<file path="config.mk">
export PLATFORM = sky130hd
export DESIGN_NAME = exec_unit_top
export DESIGN_NICKNAME = d
export VERILOG_FILES = /design/src/hw/rv_isa_pkg.sv /design/src/hw/exec_ctrl_pkg.sv /design/src/hw/alu.sv /design/src/hw/alu_operand_mux.sv /design/src/hw/csr_file.sv /design/src/hw/exec_unit_top.sv /design/src/hw/instr_decoder.sv /design/src/hw/writeback_stage.sv
export SDC_FILE = /design/constraint.sdc
export NUM_CORES = 2
export LEC_CHECK = 0
export BUFFER_PORTS_ARGS = -buffer_cell sky130_fd_sc_hd__buf_2
export CAP_MARGIN = 15
export CORE_ASPECT_RATIO = 1.25
export CORE_MARGIN = 3
export CORE_UTILIZATION = 46
export CTS_CLUSTER_SIZE = 8
export DETAILED_ROUTE_END_ITERATION = 12
export GPL_TIMING_DRIVEN = 0
export PLACE_DENSITY = 0.66
export REMOVE_ABC_BUFFERS = 1
export SKIP_CTS_REPAIR_TIMING = 1
export SLEW_MARGIN = 25
export SYNTH_ARGS = -nofsm -noshare
export SYNTH_HDL_FRONTEND = slang
export SYNTH_HIERARCHICAL = 1
export SYNTH_SLANG_ARGS = --single-unit
export TNS_END_PERCENT = 30
</file>
<file path="constraint.sdc">
create_clock -name clk -period 14.32 [get_ports clk]
set_input_delay 2.148 -clock clk [delete_from_list [all_inputs] [get_ports clk]]
set_output_delay 2.148 -clock clk [all_outputs]
set_load 0.05 [all_outputs]
</file>
<file path="src/hw/rv_isa_pkg.sv">
`default_nettype none

package rv_isa_pkg;

    parameter int XLEN = 64;

    // major opcodes in bits [6:0] of the instruction word
    typedef enum logic [6:0] {
        OPC_OP     = 7'b0110011,
        OPC_OP_IMM = 7'b0010011,
        OPC_AUIPC  = 7'b0010111,
        OPC_JAL    = 7'b1101111,
        OPC_SYSTEM = 7'b1110011
    } opcode_e;

    localparam logic [2:0] F3_ADD    = 3'b000; // add, sub, addi
    localparam logic [2:0] F3_XOR    = 3'b100;
    localparam logic [2:0] F3_OR     = 3'b110;
    localparam logic [2:0] F3_AND    = 3'b111;
    localparam logic [2:0] F3_PRIV   = 3'b000; // ecall lives here
    localparam logic [2:0] F3_CSRRS  = 3'b010;
    localparam logic [2:0] F3_CSRRSI = 3'b110;

    localparam logic [6:0] F7_BASE = 7'h00;
    localparam logic [6:0] F7_ALT  = 7'h20; // sub

    localparam logic [31:0] ECALL_WORD = 32'h0000_0073;

    // machine mode csrs
    localparam logic [11:0] CSR_MSTATUS = 12'd768;
    localparam logic [11:0] CSR_MIE     = 12'd772;
    localparam logic [11:0] CSR_MTVEC   = 12'd773;
    localparam logic [11:0] CSR_MEPC    = 12'd833;
    localparam logic [11:0] CSR_MCAUSE  = 12'd834;

    localparam logic [XLEN-1:0] CAUSE_ECALL_M = 64'd11;

endpackage

`default_nettype wire

</file>
<file path="src/hw/exec_ctrl_pkg.sv">
`default_nettype none

package exec_ctrl_pkg;

    // where the two alu operands come from
    typedef enum logic [2:0] {
        SRC_REG     = 3'd0,
        SRC_IMM     = 3'd1,
        SRC_FOUR_PC = 3'd2,
        SRC_IMM_PC  = 3'd3,
        SRC_CSRRS   = 3'd4,
        SRC_CSRRSI  = 3'd5,
        SRC_ECALL   = 3'd6
    } alu_src_e;

    typedef enum logic [2:0] {
        ALU_ADD = 3'd0,
        ALU_SUB = 3'd1,
        ALU_AND = 3'd2,
        ALU_OR  = 3'd3,
        ALU_XOR = 3'd4
    } alu_op_e;

    typedef struct packed {
        logic                          valid;
        logic                          bubble;
        alu_src_e                      src_sel;
        alu_op_e                       alu_op;
        logic [4:0]                    rd;
        logic                          rd_we;
        logic [11:0]                   csr_addr;
        logic [rv_isa_pkg::XLEN-1:0]   imm;
        logic [rv_isa_pkg::XLEN-1:0]   pc;
        logic                          is_jal;
        logic                          is_ecall;
    } dec_ctrl_t;

    typedef struct packed {
        logic [rv_isa_pkg::XLEN-1:0] mstatus;
        logic [rv_isa_pkg::XLEN-1:0] mie;
        logic [rv_isa_pkg::XLEN-1:0] mtvec;
        logic [rv_isa_pkg::XLEN-1:0] mepc;
        logic [rv_isa_pkg::XLEN-1:0] mcause;
    } csr_view_t;

    typedef struct packed {
        logic [rv_isa_pkg::XLEN-1:0] alu_result;
        logic [rv_isa_pkg::XLEN-1:0] src2; // old csr value on csr reads
    } exec_res_t;

endpackage

`default_nettype wire

</file>
<file path="src/hw/alu.sv">
`default_nettype none
`timescale 1ns/1ns

module alu (
    input  exec_ctrl_pkg::alu_op_e        alu_op,
    input  logic [rv_isa_pkg::XLEN-1:0]   src1,
    input  logic [rv_isa_pkg::XLEN-1:0]   src2,
    output exec_ctrl_pkg::exec_res_t      res
);
    import exec_ctrl_pkg::*;

    always_comb begin
        case (alu_op)
            ALU_ADD: res.alu_result = src1 + src2;
            ALU_SUB: res.alu_result = src1 - src2;
            ALU_AND: res.alu_result = src1 & src2;
            ALU_OR:  res.alu_result = src1 | src2;  // also csr set
            ALU_XOR: res.alu_result = src1 ^ src2;
            default: res.alu_result = '0;
        endcase
        res.src2 = src2;   // old csr value rides along
    end

endmodule

`default_nettype wire

</file>
<file path="src/hw/alu_operand_mux.sv">
`default_nettype none
`timescale 1ns/1ns

module alu_operand_mux (
    input  exec_ctrl_pkg::dec_ctrl_t      ctrl,
    input  logic [rv_isa_pkg::XLEN-1:0]   reg1_rdata,
    input  logic [rv_isa_pkg::XLEN-1:0]   reg2_rdata,
    input  exec_ctrl_pkg::csr_view_t      csrs,
    output logic [rv_isa_pkg::XLEN-1:0]   src1,
    output logic [rv_isa_pkg::XLEN-1:0]   src2
);
    import rv_isa_pkg::*;
    import exec_ctrl_pkg::*;

    logic            csr_hit;   // csr address is one we hold
    logic [XLEN-1:0] csr_rdata;

    always_comb begin
        csr_hit = 1'b1;
        case (ctrl.csr_addr)
            CSR_MSTATUS: csr_rdata = csrs.mstatus;
            CSR_MIE:     csr_rdata = csrs.mie;
            CSR_MTVEC:   csr_rdata = csrs.mtvec;
            CSR_MEPC:    csr_rdata = csrs.mepc;
            CSR_MCAUSE:  csr_rdata = csrs.mcause;
            default: begin
                csr_rdata = '0;
                csr_hit   = 1'b0;
            end
        endcase
    end

    always_comb begin
        src1 = reg1_rdata;    // default reg1
        src2 = reg2_rdata;    // default reg2
        if (ctrl.bubble) begin
            src2 = '0;        // hazard kills operand 2
        end else begin
            case (ctrl.src_sel)
                SRC_REG:     src2 = reg2_rdata;
                SRC_IMM:     src2 = ctrl.imm;
                SRC_FOUR_PC: begin
                    src1 = XLEN'(4);
                    src2 = ctrl.pc;
                end
                SRC_IMM_PC: begin
                    src1 = ctrl.imm;
                    src2 = ctrl.pc;
                end
                SRC_CSRRS: begin
                    if (csr_hit) src2 = csr_rdata;
                end
                SRC_CSRRSI: begin
                    if (csr_hit) begin
                        src1 = ctrl.imm;
                        src2 = csr_rdata;
                    end
                end
                SRC_ECALL: begin
                    src1 = ctrl.pc;
                    src2 = ctrl.pc;
                end
                default: begin
                    src1 = ctrl.pc;
                    src2 = ctrl.pc;
                end
            endcase
        end
    end

endmodule

`default_nettype wire

</file>
<file path="src/hw/csr_file.sv">
`default_nettype none
`timescale 1ns/1ns

module csr_file #(
    parameter logic [rv_isa_pkg::XLEN-1:0] RESET_MTVEC = 64'h100
) (
    input  logic                       clk,
    input  logic                       rst_n,
    input  exec_ctrl_pkg::dec_ctrl_t   ctrl,
    input  exec_ctrl_pkg::exec_res_t   res,
    output exec_ctrl_pkg::csr_view_t   csrs
);
    import rv_isa_pkg::*;
    import exec_ctrl_pkg::*;

    logic csr_set;

    // csrrs and csrrsi both or into the csr
    assign csr_set = ctrl.valid && (ctrl.src_sel == SRC_CSRRS || ctrl.src_sel == SRC_CSRRSI);

    always_ff @(posedge clk or negedge rst_n) begin
        if (!rst_n) begin
            csrs.mstatus <= '0;
            csrs.mie     <= '0;
            csrs.mtvec   <= RESET_MTVEC;
            csrs.mepc    <= '0;
            csrs.mcause  <= '0;
        end else if (csr_set) begin
            case (ctrl.csr_addr)
                CSR_MSTATUS: csrs.mstatus <= res.alu_result;
                CSR_MIE:     csrs.mie     <= res.alu_result;
                CSR_MTVEC:   csrs.mtvec   <= res.alu_result;
                CSR_MEPC:    csrs.mepc    <= res.alu_result;
                CSR_MCAUSE:  csrs.mcause  <= res.alu_result;
                default: ;   // unknown address writes nothing
            endcase
        end else if (ctrl.valid && ctrl.is_ecall) begin
            csrs.mepc   <= ctrl.pc;         // trap return address
            csrs.mcause <= CAUSE_ECALL_M;
        end
    end

endmodule

`default_nettype wire

</file>
<file path="src/hw/exec_unit_top.sv">
`default_nettype none
`timescale 1ns/1ns

module exec_unit_top #(
    parameter logic [rv_isa_pkg::XLEN-1:0] RESET_MTVEC = 64'h100
) (
    input  logic                          clk,
    input  logic                          rst_n,
    input  logic                          instr_valid,
    input  logic [31:0]                   instr,
    input  logic [rv_isa_pkg::XLEN-1:0]   pc,
    input  logic [rv_isa_pkg::XLEN-1:0]   reg1_rdata,
    input  logic [rv_isa_pkg::XLEN-1:0]   reg2_rdata,
    input  logic                          bubble,
    output logic                          wb_valid,
    output logic [4:0]                    wb_rd,
    output logic [rv_isa_pkg::XLEN-1:0]   wb_data,
    output logic                          redirect_valid,
    output logic [rv_isa_pkg::XLEN-1:0]   redirect_pc
);
    import rv_isa_pkg::*;
    import exec_ctrl_pkg::*;

    dec_ctrl_t       ctrl;
    csr_view_t       csrs;
    exec_res_t       res;
    logic [XLEN-1:0] src1;
    logic [XLEN-1:0] src2;

    instr_decoder u_dec (
        .instr_valid(instr_valid),
        .instr      (instr),
        .pc         (pc),
        .bubble     (bubble),
        .ctrl       (ctrl)
    );

    alu_operand_mux u_mux (
        .ctrl      (ctrl),
        .reg1_rdata(reg1_rdata),
        .reg2_rdata(reg2_rdata),
        .csrs      (csrs),
        .src1      (src1),
        .src2      (src2)
    );

    csr_file #(.RESET_MTVEC(RESET_MTVEC)) u_csr (
        .clk  (clk),
        .rst_n(rst_n),
        .ctrl (ctrl),
        .res  (res),
        .csrs (csrs)
    );

    alu u_alu (
        .alu_op(ctrl.alu_op),
        .src1  (src1),
        .src2  (src2),
        .res   (res)
    );

    writeback_stage u_wb (
        .clk           (clk),
        .rst_n         (rst_n),
        .ctrl          (ctrl),
        .res           (res),
        .csrs          (csrs),
        .wb_valid      (wb_valid),
        .wb_rd         (wb_rd),
        .wb_data       (wb_data),
        .redirect_valid(redirect_valid),
        .redirect_pc   (redirect_pc)
    );

endmodule

`default_nettype wire

</file>
<file path="src/hw/instr_decoder.sv">
`default_nettype none
`timescale 1ns/1ns

module instr_decoder (
    input  logic                          instr_valid,
    input  logic [31:0]                   instr,
    input  logic [rv_isa_pkg::XLEN-1:0]   pc,
    input  logic                          bubble,
    output exec_ctrl_pkg::dec_ctrl_t      ctrl
);
    import rv_isa_pkg::*;
    import exec_ctrl_pkg::*;

    opcode_e    opcode;
    logic [2:0] funct3;
    logic [6:0] funct7;
    alu_op_e    f3_op;      // shared by reg and imm forms
    logic       f3_ok;
    logic       supported;

    assign opcode = opcode_e'(instr[6:0]);
    assign funct3 = instr[14:12];
    assign funct7 = instr[31:25];

    always_comb begin
        f3_ok = 1'b1;
        case (funct3)
            F3_ADD:  f3_op = ALU_ADD;
            F3_XOR:  f3_op = ALU_XOR;
            F3_OR:   f3_op = ALU_OR;
            F3_AND:  f3_op = ALU_AND;
            default: begin
                f3_op = ALU_ADD;
                f3_ok = 1'b0;      // shifts and compares not here
            end
        endcase
    end

    always_comb begin
        ctrl          = '0;
        ctrl.src_sel  = SRC_REG;
        ctrl.alu_op   = ALU_ADD;
        ctrl.rd       = instr[11:7];
        ctrl.csr_addr = instr[31:20];
        ctrl.pc       = pc;
        ctrl.bubble   = bubble;
        supported     = 1'b0;
        case (opcode)
            OPC_OP: begin
                ctrl.src_sel = SRC_REG;
                if (funct7 == F7_BASE) begin
                    ctrl.alu_op = f3_op;
                    supported   = f3_ok;
                end else if (funct7 == F7_ALT && funct3 == F3_ADD) begin
                    ctrl.alu_op = ALU_SUB;
                    supported   = 1'b1;
                end
            end
            OPC_OP_IMM: begin
                ctrl.src_sel = SRC_IMM;
                ctrl.alu_op  = f3_op;
                ctrl.imm     = {{(XLEN-12){instr[31]}}, instr[31:20]};
                supported    = f3_ok;
            end
            OPC_AUIPC: begin
                ctrl.src_sel = SRC_IMM_PC;
                ctrl.imm     = {{(XLEN-32){instr[31]}}, instr[31:12], 12'b0};
                supported    = 1'b1;
            end
            OPC_JAL: begin
                ctrl.src_sel = SRC_FOUR_PC; // rd gets pc + 4
                ctrl.imm     = {{(XLEN-21){instr[31]}}, instr[31], instr[19:12],
                                instr[20], instr[30:21], 1'b0};
                ctrl.is_jal  = 1'b1;
                supported    = 1'b1;
            end
            OPC_SYSTEM: begin
                ctrl.alu_op = ALU_OR;
                if (funct3 == F3_CSRRS) begin
                    ctrl.src_sel = SRC_CSRRS;
                    supported    = 1'b1;
                end else if (funct3 == F3_CSRRSI) begin
                    ctrl.src_sel = SRC_CSRRSI;
                    ctrl.imm     = {{(XLEN-5){1'b0}}, instr[19:15]}; // zero-extended uimm
                    supported    = 1'b1;
                end else if (funct3 == F3_PRIV && instr == ECALL_WORD) begin
                    ctrl.src_sel  = SRC_ECALL;
                    ctrl.is_ecall = 1'b1;
                    supported     = 1'b1;
                end
            end
            default: supported = 1'b0;
        endcase
        ctrl.rd_we = supported & ~ctrl.is_ecall;
        ctrl.valid = instr_valid & ~bubble & supported;
    end

endmodule

`default_nettype wire

</file>
<file path="src/hw/writeback_stage.sv">
`default_nettype none
`timescale 1ns/1ns

module writeback_stage (
    input  logic                          clk,
    input  logic                          rst_n,
    input  exec_ctrl_pkg::dec_ctrl_t      ctrl,
    input  exec_ctrl_pkg::exec_res_t      res,
    input  exec_ctrl_pkg::csr_view_t      csrs,
    output logic                          wb_valid,
    output logic [4:0]                    wb_rd,
    output logic [rv_isa_pkg::XLEN-1:0]   wb_data,
    output logic                          redirect_valid,
    output logic [rv_isa_pkg::XLEN-1:0]   redirect_pc
);
    import rv_isa_pkg::*;
    import exec_ctrl_pkg::*;

    logic            csr_read;
    logic            rd_write;
    logic [XLEN-1:0] jal_target;

    assign csr_read   = (ctrl.src_sel == SRC_CSRRS) || (ctrl.src_sel == SRC_CSRRSI);
    assign rd_write   = ctrl.valid && ctrl.rd_we && (ctrl.rd != 5'd0); // x0 never written
    assign jal_target = ctrl.pc + ctrl.imm;

    always_ff @(posedge clk or negedge rst_n) begin
        if (!rst_n) begin
            wb_valid       <= 1'b0;
            redirect_valid <= 1'b0;
        end else begin
            wb_valid       <= rd_write;
            redirect_valid <= ctrl.valid && (ctrl.is_jal || ctrl.is_ecall);
        end
    end

    always_ff @(posedge clk) begin
        wb_rd       <= ctrl.rd;
        wb_data     <= csr_read ? res.src2 : res.alu_result;
        redirect_pc <= ctrl.is_jal ? jal_target : csrs.mtvec; // mtvec before this edge
    end

endmodule

`default_nettype wire

</file>
Yosys cells after proc, flatten, opt, wreduce, memory -nomap -nowiden. Index checks and enable logic that the tools add are counted. Widths: inputs -> output; s select.

Flip-flop bits (word level): 455. Memory bits (writable): 0. Latch bits: 0. Logic and storage cells: 110. ROM bits: 0. Output and inout bits: 135. Input bits: 228. Memories kept: 0.

Eq/ne operators: 27. Shifts and indexed selects: 0. Multiply operators: 0. Reductions and logical operators: 25. Add/subtract/negate cells: 3. Bitwise gates (word level): 8. Muxes and demuxes: 37. Div/mod/pow operators: 0. $lt $le $gt $ge: 0.

Operators by type and width (number): $pmux 64 s5 (2); $mux 64 (9); $pmux 64 s4 (2); $mux 128 (2); $pmux 64 s3 (1); $add 64x64->64 (2); $and 64x64->64 (1); $or 64x64->64 (1); $sub 64x64->64 (1); $xor 64x64->64 (1); $eq 12x10->1 const B (5); $eq 32x7->1 const B (1); $eq 3x3->1 const B (6); $pmux 3 s3 (2); $eq 3x2->1 const B (5); $eq 7x5->1 const B (2); $eq 7x6->1 const B (2); $eq 7x7->1 const B (2); $mux 1 (12); $mux 3 (4); $pmux 3 s4 (1); $reduce_and 2->1 (5); $logic_not 3->1 (3); $logic_and 1x1->1 (7); other kinds (14) (21).

Longest topological paths before layout.
Depth after elaboration: 14. Gate-level depth with buffers: 38.

By module. The synthesis kept the hierarchy.

By module, submodules not included: csr_file (cells an instance 971, sequential area each 8008.9 um^2, instances 1, area an instance 13625.6 um^2); alu (cells an instance 1369, sequential area each 0.0 um^2, instances 1, area an instance 9201.3 um^2); writeback_stage (cells an instance 850, sequential area each 2712.6 um^2, instances 1, area an instance 8010.2 um^2); alu_operand_mux (cells an instance 1209, sequential area each 0.0 um^2, instances 1, area an instance 7372.1 um^2); instr_decoder (cells an instance 225, sequential area each 0.0 um^2, instances 1, area an instance 1463.9 um^2).

Worst setup path after synthesis. Ideal clock, no wire load.

Path type: input to register. Start: input port instr[3]. End: register u_csr/csrs[124] (netlist name). Path slack: 4.621 ns. Cell stages on the path: 31. Data arrival time: 9.635 ns. Setup time: 0.064 ns. Data required time: 14.256 ns. Path through: or4b_4 -> a21oi_4 -> inv_1 -> nand2_1 -> clkbuf_1 -> or2_2 -> clkbuf_1 -> clkbuf_1 -> a21oi_1 -> a2111oi_0 -> a211oi_1 -> or4_4 -> nor4_1 -> nand2_1 -> nor4_1 -> and3_1 -> a31oi_1 -> xnor2_1 -> ha_1 -> clkbuf_1 -> a21oi_1 -> o21ai_0 -> o211ai_1 -> a21oi_1 -> nand4_1 -> o21ai_0 -> a31oi_1 -> o311ai_0 -> nand2_1 -> nand2_1 -> mux2_2.

RTL lines: start, declared (RTL line exec_unit_top.sv:10) `input logic [31:0] instr,`.

==> impl_metrics.tcl <==
set metrics [dict create \
    starting_density_of_the_core_pct 46.7 \
    worst_hold_slack_ns 0.502 \
    max_cap_violations 0 \
    worst_voltage_drop_across_the_vdd_grid_uv 90.0 \
    reg_to_reg_slack_setup_ns 5.97 \
    worst-endpoint-required_ns 14.84 \
    io-pin-count 363 \
    holdPathEnd "u_csr/csrs[237]" \
    drtAntennaViolNets 0 \
    post_synth.cell_area_avg_sq_um 8.58 \
    final_area_sq_mm 0.0443 \
    syn_area_sq_mm 0.0397 \
    detail_route.wl_per_cell_um 27.0 \
    slew_viol_final 0 \
    synthesis.instances 4624 \
    cts_buffer_count 68 \
    critPathKind "in -> reg" \
    seq_area_frac_synth_pct 27.0 \
    grt_setup_unrepaired "false" \
    dp_hpwl_mm 116 \
    nets 5140 \
    arrival_ns 13.15 \
    period_share_pct 88.2 \
    yosys_most_used_dff "sky130_fd_sc_hd__dfrtp_1" \
    netlist.top_cell.by_area "sky130_fd_sc_hd__dfrtp_1" \
    worstMarginPinSlew_ns 1.08 \
    die_area_sq_mm 0.0898 \
    number_of_placed_instances_taps_included 5674 \
    grt_start_max_net_pins 88 \
    max_clock_buf_depth 3 \
    route.detailed.drc 0 \
    place.port_buffers 362 \
    post_synth_main_area_contributors "sky130_fd_sc_hd__dfrtp_1 20%, sky130_fd_sc_hd__ha_1 8.0%, sky130_fd_sc_hd__mux2_2 7.7%, sky130_fd_sc_hd__dfxtp_1 6.7%, sky130_fd_sc_hd__nand2_1 5.6%" \
    cts_num_sinks 455 \
    yosys.area.top_type_share_pct 20.2 \
    fmax_mhz 79.2 \
    synth.most_common_cell "sky130_fd_sc_hd__nand2_1" \
    tritoncts_clock_tree "built" \
    finalNonFillerCells 5803 \
    filler_cell_count 7909 \
    synth_cell_types 107 \
    syn2layout_area_growth_pct 11.7 \
    r2r_start "u_csr/csrs[6]" \
    fin_setup_tns_ns 0 \
    cellPowerDensity_mw_per_mm2 91.7 \
    drt_pass1_iterations 7 \
    final-hold-violation-count 0 \
    fp.dieH_um 334 \
    grt_first_pass_wirelength_mm 231 \
    clkLatencyLatePin_ns 0.64 \
    yosys_warnings 6 \
    chipWidth_um 269 \
    number_of_antenna_violations_at_the_first_check_in_global_routing 6 \
    worst_max_slew_margin_expressed_relative_to_the_limit_pct 27.1 \
    critical_path.max_stage_delay_ns 0.79 \
    rows 119 \
    hold_path_class "reg -> reg" \
    grt_overflow_total 0 \
    async_reset_ff_share_pct 70.8 \
    cell_at_the_slowest_stage_of_the_critical_path "sky130_fd_sc_hd__nor4_2" \
    finClkSkew_ns 0.0354 \
    clockRootBuffer "sky130_fd_sc_hd__clkbuf_16" \
    critical_path.max_fanout 47 \
    globalplace.congestion 0.949 \
    first_global_vias 36500 \
    yosys_register_bits 455 \
    number_of_endpoints_failing_setup_at_the_final_stage 0 \
    setup.worst_path.end_class "register" \
    vias_per_cell 6.54 \
    number_of_levels_the_h_tree_was_split_into 3 \
    clkTransAtPathRegs_ns 0.05 \
    wirelength_routed_mm 157 \
    timing.hold.worst_path_depth 1 \
    worst_path_most_repeated_cell "sky130_fd_sc_hd__nand2_1" \
    timing.final.crit_period_ns 12.63 \
    static_leakage_nw 20.2 \
    design.core.area_sq_mm 0.0849 \
    number_of_enable_flip_flop_cells_after_synthesis 0 \
    cell_types_with_the_highest_counts_after_synthesis "587 x sky130_fd_sc_hd__nand2_1, 349 x sky130_fd_sc_hd__a21oi_1, 321 x sky130_fd_sc_hd__dfrtp_1" \
    drt_iter0_markers 4325 \
    worstHoldStart "u_csr/csrs[237]" \
    detailroute.via_count 38000 \
    placed_cell_area_sq_mm 0.0422 \
    grtUsageTotal_pct 33.7 \
    crit_path_start_kind "primary input" \
    reg2reg_depth 24 \
    drive_above_1_share_pct 21.7 \
    r2r_end "u_csr/csrs[122]" \
    layout.core_utilization_pct 52.2 \
    outcome "finished, final reports clean" \
]
## power by group
group	total [W]	internal, W	leakage, nW	switching, W
registers	0.00135	0.00134	5.60	0.0000117
clock network	0.00160	0.000958	0.994	0.000641
logic	0.00112	0.000333	13.7	0.000783
total	0.00406	0.00263	20.2	0.00144
## metal layers
| metal | vias to the layer above | routed length, um | track usage [%] |
|---|---|---|---|
| met3 | 553 | 15100 | 6.32 |
| met4 | 6 | 10100 | 19.3 |
| met5 | - | 34 | 0 |
| li1 | 16800 | - | - |
| met2 | 2375 | 70000 | 53.0 |
| met1 | 18300 | 61800 | 43.3 |
## flip-flops by register name (all words and copies together) (netlist names)
name and cells:
u_wb/wb_valid 1, u_csr/csrs 320, u_wb/redirect_valid 1, u_wb/redirect_pc 64
u_wb/wb_data 64, u_wb/wb_rd 5
## cell usage in the layout, fill, tap and decap left out, types with 42 or more instances in the layout
| cell type | count |
|---|---|
| sky130_fd_sc_hd__a22oi_1 | 48 |
| sky130_fd_sc_hd__nand2_1 | 582 |
| sky130_fd_sc_hd__inv_1 | 166 |
| sky130_fd_sc_hd__clkbuf_1 | 42 |
| sky130_fd_sc_hd__buf_2 | 359 |
| sky130_fd_sc_hd__o2bb2ai_1 | 64 |
| sky130_fd_sc_hd__mux2_2 | 270 |
| sky130_fd_sc_hd__a2111oi_0 | 44 |
| sky130_fd_sc_hd__o221ai_1 | 58 |
| sky130_fd_sc_hd__dfrtp_1 | 321 |
| sky130_fd_sc_hd__xor2_1 | 48 |
| sky130_fd_sc_hd__buf_16 | 44 |
| sky130_fd_sc_hd__nor4_1 | 120 |
| sky130_fd_sc_hd__xnor2_1 | 127 |
| sky130_fd_sc_hd__clkbuf_16 | 71 |
| sky130_fd_sc_hd__a211oi_1 | 86 |
| sky130_fd_sc_hd__a21o_1 | 79 |
| sky130_fd_sc_hd__o21ai_0 | 205 |
| sky130_fd_sc_hd__nand2b_1 | 62 |
| sky130_fd_sc_hd__a21oi_1 | 349 |
| sky130_fd_sc_hd__mux2_4 | 120 |
| sky130_fd_sc_hd__mux2i_1 | 132 |
| sky130_fd_sc_hd__dfxtp_1 | 133 |
| sky130_fd_sc_hd__ha_1 | 255 |
| sky130_fd_sc_hd__nor2_1 | 278 |
## how the worst max path moves through the flow
stage | startpoint | to | slack, ns | cells past startpoint
2_1_floorplan | instr[3] | u_csr/csrs[120] | 0.81 | 30
3_3_place_gp | instr[20] | u_csr/csrs[122] | -12.40 | 26
3_5_place_dp | instr[20] | u_csr/csrs[122] | 1.47 | 32
4_1_cts | instr[20] | u_csr/csrs[122] | 2.08 | 32
5_1_grt | instr[20] | u_csr/csrs[122] | 1.27 | 32
6_report | instr[20] | u_csr/csrs[122] | 1.69 | 32
## per-stage QoR
step / setup slack [ns] / total power, W
5_1_grt: 1.27 / 0.00421
6_report: 1.69 / 0.00406
4_1_cts: 2.08 / 0.00407
3_5_place_dp: 1.47 / 0.00246
3_3_place_gp: -12.40 / 0.00243
2_1_floorplan: 0.806 / 0.00207
## area by class of cell
class	count	area (sq um)	share of cell area (%)
multi-input cells	3499	25600	57.8
flip-flops and latches	455	10700	24.2
repair buffers	462	3880	8.75
clock buffers	117	1990	4.49
well taps	1089	1360	3.07
inverters	169	639	1.44
clock inverters	6	85.1	0.192
diodes	6	15.0	0.0339
## kinds of logic after synthesis
logic type	Yosys count	share of synthesized area, %
flip-flops	455	27.0
AO/OA/AOI/OAI	1244	21.1
buffers and inverters	670	8.98
adder cells (fa/ha/maj)	257	8.14
multiplexers	522	15.5
AND/OR/NAND/NOR	1301	15.3
XOR/XNOR	175	3.86
## worst max-delay path: cells and delay by family
kind                     cells  cell delay (ns)
adder cells (fa/ha/maj)      1             0.46
AND/OR/NAND/NOR             16             5.82
AO/OA/AOI/OAI                9             3.09
buffers and inverters        3             0.90
multiplexers                 1             0.26
XOR/XNOR                     2             0.33
(Power assumes the default switching activity.)
